===== config.mk =====
export PLATFORM = sky130hd
export DESIGN_NAME = wiscCore
export DESIGN_NICKNAME = d
export VERILOG_FILES = /design/src/verilog/wiscPkg.sv /design/src/verilog/instrApbPort.sv /design/src/verilog/instrQueue.sv /design/src/verilog/controlUnit.sv /design/src/verilog/execUnit.sv /design/src/verilog/wiscCore.sv
export VERILOG_INCLUDE_DIRS = /design/src /design/src/verilog
export SDC_FILE = /design/constraint.sdc
export NUM_CORES = 1
export LEC_CHECK = 0
export BUFFER_PORTS_ARGS = -buffer_cell sky130_fd_sc_hd__buf_2
export CAP_MARGIN = 20
export CORE_MARGIN = 3
export CORE_UTILIZATION = 55
export DETAILED_ROUTE_END_ITERATION = 6
export PLACE_DENSITY_LB_ADDON = 0.1
export SYNTH_ARGS = -nofsm -noshare
export SYNTH_HDL_FRONTEND = slang
export SYNTH_HIERARCHICAL = 1
export SYNTH_SLANG_ARGS = --single-unit

===== constraint.sdc =====
create_clock -name clk -period 7.4 [get_ports clk]
set_clock_uncertainty 0.2 [all_clocks]
set_input_delay 2.22 -clock clk [delete_from_list [all_inputs] [get_ports clk]]
set_output_delay 2.22 -clock clk [all_outputs]
set_load 0.005 [all_outputs]

===== src/verilog/wisc_consts.svh =====
// widths, depths and APB address map of the WISC execution subsystem
`ifndef WISC_CONSTS_SVH
`define WISC_CONSTS_SVH

`define WISC_XLEN          16      // data word width
`define WISC_NREGS         8       // register file entries
`define WISC_QUEUE_DEPTH   4       // instruction queue entries
`define WISC_DMEM_WORDS    16      // data memory words, low addr bits only

`define WISC_APB_AW        8       // APB address width
`define WISC_APB_DW        32      // APB data width

`define WISC_ADDR_INSTR    8'h00   // write only, pushes one instruction
`define WISC_ADDR_STATUS   8'h04   // read only, {err, halted, busy}
`define WISC_ADDR_CTRL     8'h08   // bit 0 clears halted and err
`define WISC_ADDR_REG_BASE 8'h20   // register n at base + 4*n

`endif


===== src/verilog/wiscPkg.sv =====
// opcode enum, instruction word union, control struct and APB request struct
`default_nettype none
`include "wisc_consts.svh"

package wiscPkg;

   typedef enum logic [4:0] {
      OP_HALT  = 5'b00000, OP_NOP   = 5'b00001, OP_SIIC  = 5'b00010, OP_RTI   = 5'b00011,
      OP_J     = 5'b00100, OP_JR    = 5'b00101, OP_JAL   = 5'b00110, OP_JALR  = 5'b00111,
      OP_ADDI  = 5'b01000, OP_SUBI  = 5'b01001, OP_XORI  = 5'b01010, OP_ANDNI = 5'b01011,
      OP_BEQZ  = 5'b01100, OP_BNEZ  = 5'b01101, OP_BLTZ  = 5'b01110, OP_BGEZ  = 5'b01111,
      OP_ST    = 5'b10000, OP_LD    = 5'b10001, OP_SLBI  = 5'b10010, OP_STU   = 5'b10011,
      OP_ROLI  = 5'b10100, OP_SLLI  = 5'b10101, OP_RORI  = 5'b10110, OP_SRLI  = 5'b10111,
      OP_LBI   = 5'b11000, OP_BTR   = 5'b11001, OP_SHIFT = 5'b11010, OP_ARITH = 5'b11011,
      OP_SEQ   = 5'b11100, OP_SLT   = 5'b11101, OP_SLE   = 5'b11110, OP_SCO   = 5'b11111
   } opcode_t;

   // one 16-bit word, four views
   typedef union packed {
      struct packed {
         opcode_t    op;
         logic [2:0] rs;
         logic [2:0] rt;
         logic [2:0] rd;       // R-format destination
         logic [1:0] func;     // selects op within a group
      } rForm;
      struct packed {
         opcode_t    op;
         logic [2:0] rs;
         logic [2:0] rd;       // same bits as rt
         logic [4:0] imm5;
      } iForm1;
      struct packed {
         opcode_t    op;
         logic [2:0] rs;
         logic [7:0] imm8;
      } iForm2;
      struct packed {
         opcode_t     op;
         logic [10:0] disp11;  // PC-relative, no PC here
      } jForm;
   } instrWord_t;

   typedef struct packed {
      logic       memWrt;
      logic       regWrt;
      logic       Cin;
      logic       invA;
      logic       invB;
      logic       stuSel;      // mem write data from rt
      logic       zeroSel;     // zero extend immediates
      logic       sOpSel;      // set-condition result to wb
      logic       aluPC;
      logic       jalSel;
      logic       immSrc;
      logic       SLBIsel;     // wb 00 picks SLBI over bit reverse
      logic       createDump;  // HALT
      logic [1:0] wbDataSel;   // 00 slbi/btr, 01 mem, 10 alu/set, 11 imm8
      logic [1:0] BSrc;        // 00 rt, 01 imm5, 10 imm8, 11 zero
      logic [1:0] regDestSel;  // 00 rs, 01 i-form rd, 10 r-form rd, 11 r7
      logic [2:0] brchSig;     // {sign, zero, carry}
   } ctrlSig_t;

   typedef struct packed {
      logic                     psel;
      logic                     penable;
      logic                     pwrite;
      logic [`WISC_APB_AW-1:0] paddr;
      logic [`WISC_APB_DW-1:0] pwdata;
   } apbReq_t;

endpackage

`default_nettype wire


===== src/verilog/instrApbPort.sv =====
// APB slave: instruction push with back-pressure, status and register reads, resume
`default_nettype none
`include "wisc_consts.svh"

module instrApbPort import wiscPkg::*; (
   input  logic                          clk,
   input  logic                          arstN,
   input  apbReq_t                       apb,
   output logic [`WISC_APB_DW-1:0]       prdata,
   output logic                          pready,
   output logic                          pslverr,
   output logic                          pushValid,
   input  logic                          pushReady,
   output instrWord_t                    pushWord,
   input  logic                          halted,
   input  logic                          err,
   input  logic                          busy,
   output logic [$clog2(`WISC_NREGS)-1:0] dbgIdx,
   input  logic [`WISC_XLEN-1:0]         dbgData,
   output logic                          resume
);

   localparam int IW = $clog2(`WISC_NREGS);

   logic                    access;
   logic                    isInstr;
   logic                    isStatus;
   logic                    isCtrl;
   logic                    isReg;
   logic                    badAddr;
   logic [`WISC_APB_AW-1:0] regOff;

   assign access   = apb.psel && apb.penable;   // APB access phase
   assign isInstr  = apb.paddr == `WISC_ADDR_INSTR;
   assign isStatus = apb.paddr == `WISC_ADDR_STATUS;
   assign isCtrl   = apb.paddr == `WISC_ADDR_CTRL;

   // register window, word aligned, index bounded by NREGS
   assign regOff = apb.paddr - `WISC_ADDR_REG_BASE;
   assign isReg  = (apb.paddr >= `WISC_ADDR_REG_BASE) && (regOff[1:0] == 2'b00) &&
                   (regOff[`WISC_APB_AW-1:2] < `WISC_NREGS);
   assign dbgIdx = regOff[IW+1:2];             // only meaningful when isReg

   assign pushValid = access && apb.pwrite && isInstr;
   assign pushWord  = apb.pwdata[`WISC_XLEN-1:0];

   // instr writes wait for queue room, everything else is zero-wait
   assign pready = access && (!pushValid || pushReady);

   // writes only to INSTR/CTRL, reads only from STATUS/regs
   assign badAddr = apb.pwrite ? !(isInstr || isCtrl) : !(isStatus || isReg);
   assign pslverr = access && badAddr;

   always_comb begin
      prdata = '0;
      if (access && !apb.pwrite) begin
         if (isStatus) begin
            prdata[2:0] = {err, halted, busy};
         end else if (isReg) begin
            prdata[`WISC_XLEN-1:0] = dbgData;
         end
      end
   end

   // one-cycle pulse the edge after the CTRL write completes
   always_ff @(posedge clk or negedge arstN) begin
      if (!arstN) begin
         resume <= 1'b0;
      end else begin
         resume <= access && apb.pwrite && isCtrl && apb.pwdata[0];
      end
   end

endmodule

`default_nettype wire


===== src/verilog/instrQueue.sv =====
// show-ahead circular FIFO of instruction words with occupancy checks
`default_nettype none
`include "wisc_consts.svh"

module instrQueue import wiscPkg::*; (
   input  logic       clk,
   input  logic       arstN,
   input  logic       pushValid,
   output logic       pushReady,
   input  instrWord_t pushWord,
   output logic       popValid,
   input  logic       popReady,
   output instrWord_t popWord
);

   localparam int PW = $clog2(`WISC_QUEUE_DEPTH);

   instrWord_t    mem [`WISC_QUEUE_DEPTH];
   logic [PW-1:0] wrPtr;
   logic [PW-1:0] rdPtr;
   logic [PW:0]   count;     // one extra bit to tell full from empty
   logic          push;
   logic          pop;

   assign pushReady = count != `WISC_QUEUE_DEPTH;
   assign popValid  = count != '0;
   assign push      = pushValid && pushReady;
   assign pop       = popValid && popReady;
   assign popWord   = mem[rdPtr];                  // head shown ahead

   always_ff @(posedge clk) begin
      if (push) begin
         mem[wrPtr] <= pushWord;                   // write at the tail
      end
   end

   always_ff @(posedge clk or negedge arstN) begin
      if (!arstN) begin
         wrPtr <= '0;
         rdPtr <= '0;
         count <= '0;
      end else begin
         if (push) wrPtr <= wrPtr + 1'b1;          // wraps at depth (power of 2)
         if (pop) rdPtr <= rdPtr + 1'b1;
         count <= count + (PW+1)'(push) - (PW+1)'(pop);
      end
   end

   // a push into a full queue or a pop from an empty one drives count past the depth
   aCountBound: assert property (@(posedge clk) disable iff (!arstN)
      count <= `WISC_QUEUE_DEPTH);
   // pointer distance agrees with the occupancy count
   aPtrMatch: assert property (@(posedge clk) disable iff (!arstN)
      PW'(wrPtr - rdPtr) == count[PW-1:0]);

endmodule

`default_nettype wire


===== src/verilog/controlUnit.sv =====
// opcode decoder: control struct and unsupported-instruction flag
`default_nettype none

module controlUnit import wiscPkg::*; (
   input  instrWord_t instr,
   output ctrlSig_t   ctrl,
   output logic       illegal
);

   always_comb begin
      ctrl    = '0;
      illegal = 1'b0;
      case (instr.rForm.op)
         default: illegal = 1'b1;                  // nothing else is known
         OP_HALT: ctrl.createDump = 1'b1;
         OP_NOP: ;                                 // no effect
         OP_ADDI, OP_SUBI, OP_XORI, OP_ANDNI: begin
            ctrl.regWrt     = 1'b1;
            ctrl.wbDataSel  = 2'b10;               // alu
            ctrl.BSrc       = 2'b01;               // imm5
            ctrl.regDestSel = 2'b01;
            ctrl.zeroSel    = instr.rForm.op[1];   // XORI, ANDNI zero extend
            ctrl.Cin        = instr.rForm.op == OP_SUBI;
            ctrl.invA       = instr.rForm.op == OP_SUBI;   // imm - rs
            ctrl.invB       = instr.rForm.op == OP_ANDNI;
         end
         OP_ROLI, OP_SLLI, OP_RORI, OP_SRLI: begin
            ctrl.regWrt     = 1'b1;
            ctrl.wbDataSel  = 2'b10;
            ctrl.BSrc       = 2'b01;
            ctrl.zeroSel    = 1'b1;                // shift amount unsigned
            ctrl.regDestSel = 2'b01;
         end
         OP_ST: begin
            ctrl.memWrt = 1'b1;
            ctrl.stuSel = 1'b1;                    // data from rd field
            ctrl.BSrc   = 2'b01;                   // rs + sext imm5
         end
         OP_STU: begin
            ctrl.memWrt     = 1'b1;
            ctrl.stuSel     = 1'b1;
            ctrl.BSrc       = 2'b01;
            ctrl.regWrt     = 1'b1;                // rs gets the address
            ctrl.wbDataSel  = 2'b10;
            ctrl.regDestSel = 2'b00;
         end
         OP_LD: begin
            ctrl.regWrt     = 1'b1;
            ctrl.wbDataSel  = 2'b01;               // memory
            ctrl.BSrc       = 2'b01;
            ctrl.regDestSel = 2'b01;
         end
         OP_LBI: begin
            ctrl.regWrt    = 1'b1;
            ctrl.wbDataSel = 2'b11;                // sext imm8 into rs
         end
         OP_SLBI: begin
            ctrl.regWrt    = 1'b1;
            ctrl.SLBIsel   = 1'b1;
            ctrl.BSrc      = 2'b10;                // imm8
            ctrl.zeroSel   = 1'b1;                 // OR-ed in, must not sign extend
         end
         OP_BTR: begin
            ctrl.regWrt     = 1'b1;                // wb 00 without SLBIsel
            ctrl.regDestSel = 2'b10;
         end
         OP_ARITH, OP_SHIFT: begin
            ctrl.regWrt     = 1'b1;
            ctrl.wbDataSel  = 2'b10;
            ctrl.regDestSel = 2'b10;
            if (instr.rForm.op == OP_ARITH) begin
               ctrl.Cin  = instr.rForm.func == 2'b01;  // SUB is rt - rs
               ctrl.invA = instr.rForm.func == 2'b01;
               ctrl.invB = instr.rForm.func == 2'b11;  // ANDN
            end
         end
         OP_SEQ, OP_SLT, OP_SLE, OP_SCO: begin
            ctrl.regWrt     = 1'b1;
            ctrl.wbDataSel  = 2'b10;
            ctrl.sOpSel     = 1'b1;
            ctrl.regDestSel = 2'b10;
            ctrl.Cin        = instr.rForm.op != OP_SCO;  // rs - rt for compares
            ctrl.invB       = instr.rForm.op != OP_SCO;
            case (instr.rForm.op[1:0])
               2'b00:   ctrl.brchSig = 3'b010;     // zero
               2'b01:   ctrl.brchSig = 3'b100;     // less than
               2'b10:   ctrl.brchSig = 3'b110;     // less or equal
               default: ctrl.brchSig = 3'b001;     // carry out of rs + rt
            endcase
         end
         OP_BEQZ, OP_BNEZ, OP_BLTZ, OP_BGEZ: begin
            ctrl.BSrc = 2'b11;
            case (instr.rForm.op[1:0])
               2'b00:   ctrl.brchSig = 3'b010;
               2'b01:   ctrl.brchSig = 3'b101;
               2'b10:   ctrl.brchSig = 3'b100;
               default: ctrl.brchSig = 3'b011;
            endcase
            illegal = 1'b1;                        // no PC to branch with
         end
         OP_J, OP_JAL: begin
            ctrl.immSrc  = 1'b1;                   // disp11 to PC adder
            ctrl.jalSel  = instr.rForm.op == OP_JAL;
            ctrl.brchSig = 3'b111;
            illegal      = 1'b1;
         end
         OP_JR, OP_JALR: begin
            ctrl.aluPC   = 1'b1;                   // rs + imm8 as target
            ctrl.jalSel  = instr.rForm.op == OP_JALR;
            ctrl.BSrc    = 2'b10;
            ctrl.brchSig = 3'b111;
            illegal      = 1'b1;
         end
         OP_SIIC, OP_RTI: illegal = 1'b1;          // no exception state
      endcase
      // stores never share a word with a branch or set-condition code
      assert (!(ctrl.memWrt && ctrl.brchSig != 3'b000));
   end

endmodule

`default_nettype wire


===== src/verilog/execUnit.sv =====
// execution unit with register file, ALU, data memory, writeback, halt and error state
`default_nettype none
`include "wisc_consts.svh"

module execUnit import wiscPkg::*; (
   input  logic                           clk,
   input  logic                           arstN,
   input  logic                           popValid,
   output logic                           popReady,
   input  instrWord_t                     popWord,
   input  logic                           resume,
   output logic                           halted,
   output logic                           err,
   input  logic [$clog2(`WISC_NREGS)-1:0] dbgIdx,
   output logic [`WISC_XLEN-1:0]          dbgData
);

   localparam int XL = `WISC_XLEN;
   localparam int MA = $clog2(`WISC_DMEM_WORDS);

   ctrlSig_t        ctrl;
   logic            illegal;
   logic            fire;
   logic            regWe;
   logic            memWe;
   logic [XL-1:0]   regFile [`WISC_NREGS];
   logic [XL-1:0]   dmem [`WISC_DMEM_WORDS];
   logic [XL-1:0]   rsVal, rtVal, bOp, aluA, aluB, aluRes, wbData;
   logic [XL-1:0]   revVal;                        // rs bit reversed
   logic [XL:0]     sum;                           // carry in bit XL
   logic [2*XL-1:0] rolTmp, rorTmp;
   logic [1:0]      aluSel;
   logic            shiftOp;
   logic            ltFlag;
   logic            setBit;
   logic [2:0]      destIdx;
   logic [MA-1:0]   memAddr;

   controlUnit ctrl_i (.instr(popWord), .ctrl(ctrl), .illegal(illegal));

   assign popReady = !halted;
   assign fire     = popValid && popReady;
   assign regWe    = fire && !illegal && ctrl.regWrt;
   assign memWe    = fire && !illegal && ctrl.memWrt;
   assign dbgData  = regFile[dbgIdx];
   assign rsVal    = regFile[popWord.rForm.rs];
   assign rtVal    = regFile[popWord.rForm.rt];    // also rd of ST/STU

   always_comb begin
      case (ctrl.BSrc)
         2'b00:   bOp = rtVal;
         2'b01:   bOp = ctrl.zeroSel ? XL'(popWord.iForm1.imm5)
                                     : XL'($signed(popWord.iForm1.imm5));
         2'b10:   bOp = ctrl.zeroSel ? XL'(popWord.iForm2.imm8)
                                     : XL'($signed(popWord.iForm2.imm8));
         default: bOp = '0;
      endcase
   end

   // ALU op from func in R groups and from low opcode bits in I groups
   always_comb begin
      shiftOp = popWord.rForm.op == OP_SHIFT || popWord.rForm.op[4:2] == 3'b101;
      if (popWord.rForm.op == OP_ARITH || popWord.rForm.op == OP_SHIFT) begin
         aluSel = popWord.rForm.func;
      end else if (popWord.rForm.op[4:2] == 3'b010 || shiftOp) begin
         aluSel = popWord.rForm.op[1:0];
      end else begin
         aluSel = 2'b00;
      end
   end

   assign aluA   = ctrl.invA ? ~rsVal : rsVal;
   assign aluB   = ctrl.invB ? ~bOp : bOp;
   assign sum    = {1'b0, aluA} + {1'b0, aluB} + (XL+1)'(ctrl.Cin);
   assign rolTmp = {rsVal, rsVal} << bOp[3:0];
   assign rorTmp = {rsVal, rsVal} >> bOp[3:0];
   assign revVal = {<<{rsVal}};

   always_comb begin
      if (shiftOp) begin
         case (aluSel)
            2'b00:   aluRes = rolTmp[2*XL-1:XL];
            2'b01:   aluRes = rsVal << bOp[3:0];
            2'b10:   aluRes = rorTmp[XL-1:0];
            default: aluRes = rsVal >> bOp[3:0];
         endcase
      end else begin
         case (aluSel)
            2'b10:   aluRes = aluA ^ aluB;
            2'b11:   aluRes = aluA & aluB;
            default: aluRes = sum[XL-1:0];         // ADD and SUB
         endcase
      end
   end

   // signed rs < rt as sign of rs - rt corrected for overflow
   assign ltFlag = sum[XL-1] ^ ((aluA[XL-1] == aluB[XL-1]) && (sum[XL-1] != aluA[XL-1]));
   assign setBit = (ctrl.brchSig[2] && ltFlag) || (ctrl.brchSig[1] && aluRes == '0) ||
                   (ctrl.brchSig[0] && sum[XL]);
   assign memAddr = aluRes[MA-1:0];

   always_comb begin
      case (ctrl.wbDataSel)
         2'b00:   wbData = ctrl.SLBIsel ? ({rsVal[7:0], 8'h00} | bOp) : revVal;
         2'b01:   wbData = dmem[memAddr];
         2'b10:   wbData = ctrl.sOpSel ? XL'(setBit) : aluRes;
         default: wbData = XL'($signed(popWord.iForm2.imm8));
      endcase
      case (ctrl.regDestSel)
         2'b00:   destIdx = popWord.rForm.rs;
         2'b01:   destIdx = popWord.iForm1.rd;
         2'b10:   destIdx = popWord.rForm.rd;
         default: destIdx = 3'd7;
      endcase
   end

   always_ff @(posedge clk or negedge arstN) begin
      if (!arstN) begin
         halted <= 1'b0;
         err    <= 1'b0;
         for (int i = 0; i < `WISC_NREGS; i++) regFile[i] <= '0;
         for (int i = 0; i < `WISC_DMEM_WORDS; i++) dmem[i] <= '0;
      end else begin
         if (resume) begin
            halted <= 1'b0;
            err    <= 1'b0;
         end
         if (fire && illegal) err <= 1'b1;         // sticky error and the word is dropped
         else if (fire && ctrl.createDump) halted <= 1'b1;
         if (regWe) regFile[destIdx] <= wbData;
         if (memWe) dmem[memAddr] <= ctrl.stuSel ? rtVal : aluRes;
      end
   end

   // a halted unit leaves the queue head in place
   aHaltFreeze: assert property (@(posedge clk) disable iff (!arstN)
      halted && !resume && popValid |=> popValid && $stable(popWord));
   aPcIsIllegal: assert property (@(posedge clk) disable iff (!arstN)
      popValid && (ctrl.aluPC || ctrl.jalSel || ctrl.immSrc) |-> illegal && !regWe);

endmodule

`default_nettype wire


===== src/verilog/wiscCore.sv =====
// top level: APB port, instruction queue and execution unit
`default_nettype none
`include "wisc_consts.svh"

module wiscCore import wiscPkg::*; (
   input  logic                    clk,
   input  logic                    arstN,
   input  apbReq_t                 apb,
   output logic [`WISC_APB_DW-1:0] prdata,
   output logic                    pready,
   output logic                    pslverr
);

   logic                           pushValid, pushReady;
   logic                           popValid, popReady;
   instrWord_t                     pushWord, popWord;
   logic                           halted, err, resume;
   logic [$clog2(`WISC_NREGS)-1:0] dbgIdx;
   logic [`WISC_XLEN-1:0]          dbgData;

   instrApbPort port_i (
      .clk(clk), .arstN(arstN), .apb(apb),
      .prdata(prdata), .pready(pready), .pslverr(pslverr),
      .pushValid(pushValid), .pushReady(pushReady), .pushWord(pushWord),
      .halted(halted), .err(err), .busy(popValid),   // busy while queue holds words
      .dbgIdx(dbgIdx), .dbgData(dbgData), .resume(resume)
   );

   instrQueue queue_i (
      .clk(clk), .arstN(arstN),
      .pushValid(pushValid), .pushReady(pushReady), .pushWord(pushWord),
      .popValid(popValid), .popReady(popReady), .popWord(popWord)
   );

   execUnit exec_i (
      .clk(clk), .arstN(arstN),
      .popValid(popValid), .popReady(popReady), .popWord(popWord),
      .resume(resume), .halted(halted), .err(err),
      .dbgIdx(dbgIdx), .dbgData(dbgData)
   );

endmodule

`default_nettype wire


==> results of run 1 <==
[cells in the final DEF, fill, tap and decap left out, types with 10 or more instances in the layout]
master                        n
sky130_fd_sc_hd__a21oi_1    205
sky130_fd_sc_hd__o2111ai_1   15
sky130_fd_sc_hd__a22o_1      12
sky130_fd_sc_hd__a211o_1     11
sky130_fd_sc_hd__mux2_2     173
sky130_fd_sc_hd__nand2_1    214
sky130_fd_sc_hd__o21ai_0    177
sky130_fd_sc_hd__a211oi_1    37
sky130_fd_sc_hd__nand2b_1    17
sky130_fd_sc_hd__mux2i_1    181
sky130_fd_sc_hd__and2_2      10
sky130_fd_sc_hd__nor3_1      19
sky130_fd_sc_hd__buf_12      15
sky130_fd_sc_hd__nand3_1     17
sky130_fd_sc_hd__a31oi_1     56
sky130_fd_sc_hd__o21a_1      14
sky130_fd_sc_hd__ha_1        26
sky130_fd_sc_hd__buf_2       45
sky130_fd_sc_hd__buf_4      166
sky130_fd_sc_hd__a221oi_1    11
sky130_fd_sc_hd__dfrtp_1    393
sky130_fd_sc_hd__a21o_1      13
sky130_fd_sc_hd__nor2_1     265
sky130_fd_sc_hd__inv_1       37
sky130_fd_sc_hd__and2_1      17
sky130_fd_sc_hd__a22oi_1     11
sky130_fd_sc_hd__mux4_2      96
sky130_fd_sc_hd__edfxtp_1    64
sky130_fd_sc_hd__o211ai_1    29
sky130_fd_sc_hd__xnor2_1     33
sky130_fd_sc_hd__o22ai_1     36
sky130_fd_sc_hd__conb_1      16
sky130_fd_sc_hd__clkbuf_16   49
sky130_fd_sc_hd__nor2b_1     30
[per-stage QoR]
step | hold WS, ns | setup WS, ns | instance area, um^2 | util [%] | cells
6_report | 0.260 | 0.215 | 31300 | 62.4 | 3458
5_1_grt | 0.297 | -0.0238 | 31300 | 62.4 | 3458
4_1_cts | 0.271 | 0.0556 | 31200 | 62.1 | 3453
3_5_place_dp | 0.262 | -0.190 | 29600 | 58.9 | 3366
3_3_place_gp | 0.246 | -0.151 | 29600 | 58.8 | 3365
2_1_floorplan | 0.224 | 0.0431 | 28200 | - | 2711
[worst max-delay path by stage]
| stage | depth (start not counted) | from | slack (ns) | to |
|---|---|---|---|---|
| 4_1_cts | 27 | queue_i/rdPtr[0]$_DFFE_PN0P_ | 0.06 | exec_i/regFile[32]$_DFFE_PN0P_ |
| 6_report | 24 | queue_i/rdPtr[0]$_DFFE_PN0P_ | 0.21 | exec_i/regFile[50]$_DFFE_PN0P_ |
| 3_5_place_dp | 27 | queue_i/rdPtr[0]$_DFFE_PN0P_ | -0.19 | exec_i/regFile[32]$_DFFE_PN0P_ |
| 2_1_floorplan | 32 | queue_i/rdPtr[0]$_DFFE_PN0P_ | 0.04 | exec_i/dmem[238]$_DFFE_PN0P_ |
| 3_3_place_gp | 25 | queue_i/rdPtr[0]$_DFFE_PN0P_ | -0.15 | exec_i/regFile[32]$_DFFE_PN0P_ |
| 5_1_grt | 24 | queue_i/rdPtr[0]$_DFFE_PN0P_ | -0.02 | exec_i/regFile[2]$_DFFE_PN0P_ |
[sequential cells by signal, indices dropped and copies added, names as in the netlist]
name,cells
port_i/resume,1
queue_i/wrPtr,2
exec_i/dmem,256
exec_i/halted,1
exec_i/err,1
queue_i/mem,64
exec_i/regFile,128
queue_i/rdPtr,2
queue_i/count,3
[cell type report]
class / count / area, um^2 / area share (%)
tap: 672 / 841 / 2.68
sequential: 458 / 11800 / 37.6
timing repair buffer: 228 / 1800 / 5.74
clock inverter: 26 / 335 / 1.07
inverter: 38 / 143 / 0.455
multi-input combinational: 1975 / 15100 / 48.3
clock buffer: 61 / 1300 / 4.15
[critical path, delay by kind of cell (launching register included)]
kind                     cells  cell delay, ns
AO/OA/AOI/OAI                8            2.02
multiplexers                 2            0.91
AND/OR/NAND/NOR              4            0.78
XOR/XNOR                     2            0.38
flip-flops                   1            0.47
buffers and inverters        5            0.86
adder cells (fa/ha/maj)      3            1.30
[timing repair]
item | 4_1_cts | 5_1_grt
endpoints found under the setup margin | 8 | 175
pin swaps | 0 | 2
gates resized for setup | 2 | 19
setup buffers | 0 | 5
[routing by layer]
layer | global-route usage (%) | vias to the layer above | share of wire [%]
met1 | 48.6 | 11352 | 44
li1 | - | 10121 | -
met2 | 50.3 | 964 | 45
met3 | 4.87 | 219 | 7.3
met5 | 0 | - | 0
met4 | 13.3 | 0 | 4.4
==> load_flow_metrics.sql, run 1 <==
INSERT INTO impl_metrics (metric_group, metric, value, unit) VALUES
('critical_path', 'cpMaxStageDelayCell', 'sky130_fd_sc_hd__fa_2', ''),
('die', 'core-area', '0.0503', 'mm^2'),
('synthesis', 'synth.cell_area', '0.0281', 'mm^2'),
('clock_network', 'hold_fix_buffers_at_cts', '0', ''),
('route', 'antenna_violating_nets_post_route', '0', ''),
('die', 'row_count', '82', ''),
('clock_network', 'clk_pin_slew_worst_paths', '0.06', 'ns'),
('global_route', 'total_routing_resource_utilization_after_global_routing', '33.3', '%'),
('cells_and_area', 'post_route_cells_drive_above_1_share', '23.3', '%'),
('die', 'num_io_pins', '79', ''),
('worst_hold_path', 'hold-path-cell-count', '1', ''),
('placed_design', 'finalWeightedCongestion', '1.01', ''),
('timing', 'setup-tns-final', '0', 'ns'),
('route', 'post-route-drc-count', '0', ''),
('route', 'detail_route.first_pass.iterations', '6', ''),
('cells_and_area', 'insertedDiodeCount', '0', ''),
('run_status', 'outcome', 'finished clean', ''),
('clock_network', 'cts.sink_count', '458', ''),
('critical_path', 'reg2reg_depth', '24', ''),
('critical_path', 'slowest_delay', '0.58', 'ns'),
('clock_network', 'cts_tree', 'done', ''),
('cells_and_area', 'layout.nets', '2826', ''),
('placed_design', 'port_buffers', '46', ''),
('critical_path', 'start_kind', 'flip-flop', ''),
('worst_hold_path', 'hold_class', 'reg2reg', ''),
('clock_network', 'cts_buffer_depth', '3', ''),
('critical_path', 'arrival', '7.41', 'ns'),
('clock_network', 'clockRootBuffer', 'sky130_fd_sc_hd__clkbuf_16', ''),
('critical_path', 'regToRegSetupSlack', '0.21', 'ns'),
('timing', 'finalHoldViolCount', '0', ''),
('flow_run', 'drv_cap', '0', ''),
('critical_path', 'cells_traversed_along_the_worst_timing_path', 'buf_4 > mux4_2 > inv_1 > ha_2 > buf_4 > nor3b_2 > a31o_4 > xor2_1 > and2_1 > a21oi_4 > xnor2_1 > fa_1 > fa_2 > nor2_1 > a31oi_1 > or2_2 > o41a_2 > buf_12 > buf_12 > mux2_2 > o21ai_0 > a2bb2oi_1 > o211ai_1 > a31oi_1', ''),
('global_route', 'global_route.overflow_total', '0', ''),
('critical_path', 'r2r_start', 'queue_i/rdPtr[0]$_DFFE_PN0P_', ''),
('clock_network', 'worst_skew_pair.late_latency', '0.60', 'ns'),
('synthesis', 'syn_avg_cell_area', '10.4', 'um^2'),
('clock_network', 'cts_buffers', '49', ''),
('route', 'routed_vias_inst', '6.55', ''),
('global_route', 'grt_max_degree', '140', ''),
('worst_hold_path', 'worst_hold_path.endpoint', 'exec_i/halted$_DFF_PN0_', ''),
('critical_path', 'worstPathMaxFanout', '37', ''),
('timing', 'max_freq', '0.139', 'GHz'),
('global_route', 'grt_first_pass_wirelength', '136000', 'um'),
('timing', 'final.min_clock_period', '7.19', 'ns'),
('synthesis', 'synth_cells', '2696', ''),
('clock_network', 'clock_tree.htree_level_count', '2', ''),
('die', 'initial_utilization', '55.9', '%'),
('route', 'first_iter_violations', '2502', ''),
('timing', 'timing.final.max_slew_violations', '0', ''),
('placed_design', 'post_detail_place_hpwl', '62000', 'um'),
('cells_and_area', 'flow.area_growth_from_synthesis', '11.6', '%'),
('die', 'die_outline_height', '232', 'um'),
('route', 'detailroute.via_count', '22656', ''),
('critical_path', 'path_class', 'reg2reg', ''),
('global_route', 'grt_antenna_before_repair', '0', ''),
('timing', 'relSlewSlack', '20.5', '%'),
('die', 'die_area', '0.0538', 'mm^2'),
('timing', 'max_slew.worst_pin.slew', '1.19', 'ns'),
('timing', 'final_min_period_over_clock_period', '97.1', '%'),
('worst_hold_path', 'timing.hold.worst.start', 'port_i/resume$_DFF_PN0_', ''),
('route', 'detail_route.wl_per_cell', '25.7', 'um'),
('synthesis', 'ys.warnings.count', '6', ''),
('critical_path', 'crit-reg2reg-capture', 'exec_i/regFile[50]$_DFFE_PN0P_', ''),
('critical_path', 'cp_data_required_time', '7.63', 'ns'),
('cells_and_area', 'number_of_filler_instances_in_the_final_layout', '4133', ''),
('route', 'drt-total-wl', '89000', 'um'),
('global_route', 'via_count_of_the_first_global_routing_pass', '21983', ''),
('die', 'die_x', '232', 'um'),
('critical_path', 'end_kind', 'flip-flop', ''),
('timing', 'setup-violations-final', '0', '');
Power of run 1 is left out: the tool's default activity adds up to more than one toggle a clock period on the data nets, which glitch-free logic cannot reach.
==> run 2, diff against run 1 <==
Settings changed: CORE_UTILIZATION 55 to 57, SYNTH_HIERARCHICAL 1 to unset.
==> run 2 against run 1 <==
Worst setup slack lost 0.0022 ns. Global-route usage grew 3.3 points. Utilization is 2.0 points higher. Critical path type unchanged. Critical endpoint is now exec_i.regFile[52]$_DFFE_PN0P_.
==> load_flow_metrics.sql, run 2 <==
INSERT INTO impl_metrics (metric_group, metric, value, unit) VALUES
('placed_design', 'port_buffers', '46', ''),
('synthesis', 'number_of_synthesized_flops_with_an_enable_pin', '64', ''),
('global_route', 'grt_antenna_before_repair', '1', ''),
('route', 'drt-total-wl', '94100', 'um'),
('clock_network', 'cts_buffers', '50', ''),
('synthesis', 'syn_avg_cell_area', '9.61', 'um^2'),
('timing', 'final.min_clock_period', '7.19', 'ns'),
('die', 'num_io_pins', '79', ''),
('global_route', 'met2_usage_grt', '54.5', '%'),
('synthesis', 'synth_common_cells', '487 x sky130_fd_sc_hd__nand2_1, 394 x sky130_fd_sc_hd__dfrtp_1, 245 x sky130_fd_sc_hd__nor2_1', ''),
('die', 'die_area', '0.0517', 'mm^2'),
('run_status', 'outcome', 'finished clean', ''),
('critical_path', 'end_kind', 'flip-flop', ''),
('critical_path', 'arrival', '7.49', 'ns'),
('placed_design', 'post-place-ws', '-0.0202', 'ns'),
('flow_run', 'drv_cap', '0', ''),
('route', 'antenna_violating_nets_post_route', '0', ''),
('timing', 'max_slew.worst_pin.slew', '1.12', 'ns'),
('synthesis', 'yosys_most_used_dff', 'sky130_fd_sc_hd__dfrtp_1', ''),
('route', 'first_iter_violations', '2350', ''),
('clock_network', 'worst_skew_pair.late_latency', '0.63', 'ns'),
('worst_hold_path', 'hold_class', 'reg2reg', ''),
('cells_and_area', 'layout.nets', '3020', ''),
('cells_and_area', 'number_of_filler_instances_in_the_final_layout', '3918', ''),
('synthesis', 'synth.cell_area', '0.0279', 'mm^2'),
('cells_and_area', 'non_filler_cells_in_the_finished_layout', '3596', ''),
('die', 'die_outline_height', '227', 'um'),
('route', 'detail_route.first_pass.iterations', '6', ''),
('synthesis', 'synthDistinctLibCells', '107', ''),
('clock_network', 'hold_fix_buffers_at_cts', '0', ''),
('synthesis', 'yosysMostFrequentCell', 'sky130_fd_sc_hd__nand2_1', ''),
('cells_and_area', 'insertedDiodeCount', '0', ''),
('placed_design', 'numPlacedInstances', '3502', ''),
('global_route', 'gr-usage-met3', '7.22', '%'),
('global_route', 'groute.layer.met1.usage', '51.7', '%'),
('die', 'row_count', '80', ''),
('timing', 'layout_setup_ws', '0.213', 'ns'),
('synthesis', 'synth.area.top_cells', 'sky130_fd_sc_hd__dfrtp_1 35%, sky130_fd_sc_hd__mux4_2 6.9%, sky130_fd_sc_hd__edfxtp_1 6.9%', ''),
('critical_path', 'start_kind', 'flip-flop', ''),
('synthesis', 'synth.yosys.seq_area_share', '42.2', '%'),
('global_route', 'via_count_of_the_first_global_routing_pass', '23409', ''),
('critical_path', 'path_class', 'reg2reg', ''),
('cells_and_area', 'flow.area_growth_from_synthesis', '10.8', '%'),
('cells_and_area', 'layout_commonest_cell', 'sky130_fd_sc_hd__nand2_1', ''),
('timing', 'setup-violations-final', '0', ''),
('route', 'post-route-drc-count', '0', ''),
('clock_network', 'clk_pin_slew_worst_paths', '0.06', 'ns'),
('placed_design', 'finalWeightedCongestion', '1.00', ''),
('global_route', 'grt_first_pass_wirelength', '143000', 'um'),
('synthesis', 'ys.warnings.count', '0', ''),
('cells_and_area', 'registers.top_by_ff_count', 'exec_i.dmem', ''),
('clock_network', 'clockRootBuffer', 'sky130_fd_sc_hd__clkbuf_16', ''),
('global_route', 'grt_max_degree', '163', ''),
('global_route', 'total_routing_resource_utilization_after_global_routing', '36.5', '%'),
('cells_and_area', 'layout_top_registers', 'exec_i.dmem x256, exec_i.regFile x128, queue_i.mem x64', ''),
('synthesis', 'synth.largest_area_cell', 'sky130_fd_sc_hd__dfrtp_1', ''),
('global_route', 'global_route.overflow_total', '0', ''),
('route', 'detailroute.via_count', '24152', ''),
('critical_path', 'cp_data_required_time', '7.70', 'ns'),
('synthesis', 'async_reset_ff_share', '86.0', '%'),
('synthesis', 'synth_cells', '2907', ''),
('critical_path', 'worstPathMaxFanout', '13', ''),
('timing', 'max_freq', '0.139', 'GHz'),
('timing', 'timing.final.max_slew_violations', '0', ''),
('timing', 'finalHoldViolCount', '0', ''),
('route', 'detail_route.wl_per_cell', '26.2', 'um'),
('clock_network', 'cts_tree', 'done', ''),
('die', 'initial_utilization', '58.1', '%'),
('timing', 'rsz0062_at_grt', 'no', ''),
('synthesis', 'synth.ff_latch_count', '458', ''),
('cells_and_area', 'final_design_area_no_fill', '0.0309', 'mm^2'),
('timing', 'relSlewSlack', '25.3', '%'),
('timing', 'final_min_period_over_clock_period', '97.1', '%'),
('synthesis', 'synth_largest_type_area_fraction', '35.3', '%'),
('placed_design', 'post_detail_place_hpwl', '65900', 'um'),
('placed_design', 'placed_cell_area', '0.0292', 'mm^2'),
('clock_network', 'cts_buffer_depth', '3', ''),
('route', 'routed_vias_inst', '6.72', ''),
('die', 'die_x', '227', 'um'),
('cells_and_area', 'post_route_cells_drive_above_1_share', '18.9', '%'),
('die', 'core-area', '0.0480', 'mm^2'),
('clock_network', 'clock_tree.htree_level_count', '2', ''),
('global_route', 'top_usage_layer', 'met2', ''),
('cells_and_area', 'largest_register_ffs', '256', ''),
('timing', 'setup-tns-final', '0', 'ns'),
('clock_network', 'cts.sink_count', '458', ''),
('cells_and_area', 'layout_common_cells', '486 x sky130_fd_sc_hd__nand2_1, 393 x sky130_fd_sc_hd__dfrtp_1, 241 x sky130_fd_sc_hd__nor2_1', '');
==> run 2: per-stage QoR <==
| step | util [%] | hold WS [ns] |
|---|---|---|
| 6_report | 64.4 | 0.278 |
| 5_1_grt | 64.4 | 0.303 |
| 4_1_cts | 64.2 | 0.282 |
| 3_5_place_dp | 60.7 | 0.269 |
| 3_3_place_gp | 60.6 | 0.257 |
| 2_1_floorplan | - | 0.244 |
==> run 2: worst max-delay path: stages (launching register included) <==
cell and delay, ns:
sky130_fd_sc_hd__dfrtp_2 0.45, sky130_fd_sc_hd__mux4_2 0.40, sky130_fd_sc_hd__buf_4 0.19, sky130_fd_sc_hd__inv_1 0.08, sky130_fd_sc_hd__ha_1 0.24, sky130_fd_sc_hd__nor4_4 0.28, sky130_fd_sc_hd__buf_4 0.16, sky130_fd_sc_hd__nor3b_2 0.04
sky130_fd_sc_hd__buf_4 0.15, sky130_fd_sc_hd__o21bai_1 0.35, sky130_fd_sc_hd__or4_1 0.74, sky130_fd_sc_hd__nand3_2 0.20, sky130_fd_sc_hd__buf_4 0.24, sky130_fd_sc_hd__mux2i_1 0.15, sky130_fd_sc_hd__a22o_1 0.34, sky130_fd_sc_hd__a31oi_1 0.44
sky130_fd_sc_hd__a21oi_1 0.13, sky130_fd_sc_hd__nor4_1 0.64, sky130_fd_sc_hd__a21oi_1 0.21, sky130_fd_sc_hd__a221oi_1 0.55, sky130_fd_sc_hd__nand4_2 0.47, sky130_fd_sc_hd__mux2_2 0.45
==> run 2: cells by family after synthesis <==
group	Yosys count	synth area share, %
and+or+nand+nor	999	15.8
buffers and inverters	266	4.92
DFF	458	42.2
adders and majority gates	31	1.47
xor gates and xnor gates	41	1.29
other	1	0.0134
muxes	367	17.5
AOI/OAI and AO/OA	744	16.8
==> run 2: final timing paths <==
| check | start | end | slack [ns] | cells past startpoint |
|---|---|---|---|---|
| hold / removal | exec_i.dmem[143]$_DFFE_PN0P_ | exec_i.dmem[143]$_DFFE_PN0P_ | 0.28 | 2 |
| min in group asynchronous | arstN | exec_i.dmem[50]$_DFFE_PN0P_ | 1.53 | 1 |
| hold reg to reg | exec_i.dmem[143]$_DFFE_PN0P_ | exec_i.dmem[143]$_DFFE_PN0P_ | 0.28 | 2 |
| setup / recovery | queue_i.rdPtr[0]$_DFFE_PN0P_ | exec_i.regFile[52]$_DFFE_PN0P_ | 0.21 | 21 |
| setup reg to reg | queue_i.rdPtr[0]$_DFFE_PN0P_ | exec_i.regFile[52]$_DFFE_PN0P_ | 0.21 | 21 |
| max in group asynchronous | arstN | queue_i.wrPtr[1]$_DFFE_PN0P_ | 4.03 | 2 |
==> run 2: per-layer routing <==
layer | share of wire (%) | wire [um]
met5 | 0 | 0
met2 | 44 | 41400
met4 | 5.4 | 5080
met3 | 8.5 | 7990
met1 | 42 | 39600
==> run 2: area by class of cell <==
type                       instances  area [um^2]  area share, %
clock buffer                      73         1480           4.78
clock inverter                    16          190          0.615
inverter                          22         82.6          0.267
multi-input combinational       2198        15000           48.3
sequential                       458        11800           38.1
tap                              615          769           2.49
timing repair buffer             214         1690           5.45
==> run 2: what timing repair did <==
action	in CTS	in global routing
resized for setup	1	11
buffers inserted	0	3
setup endpoints to repair	3	116
endpoints found under the hold margin	0	0
gates cloned	0	0
pin swaps	0	3
Power of run 2 is left out for the same reason.
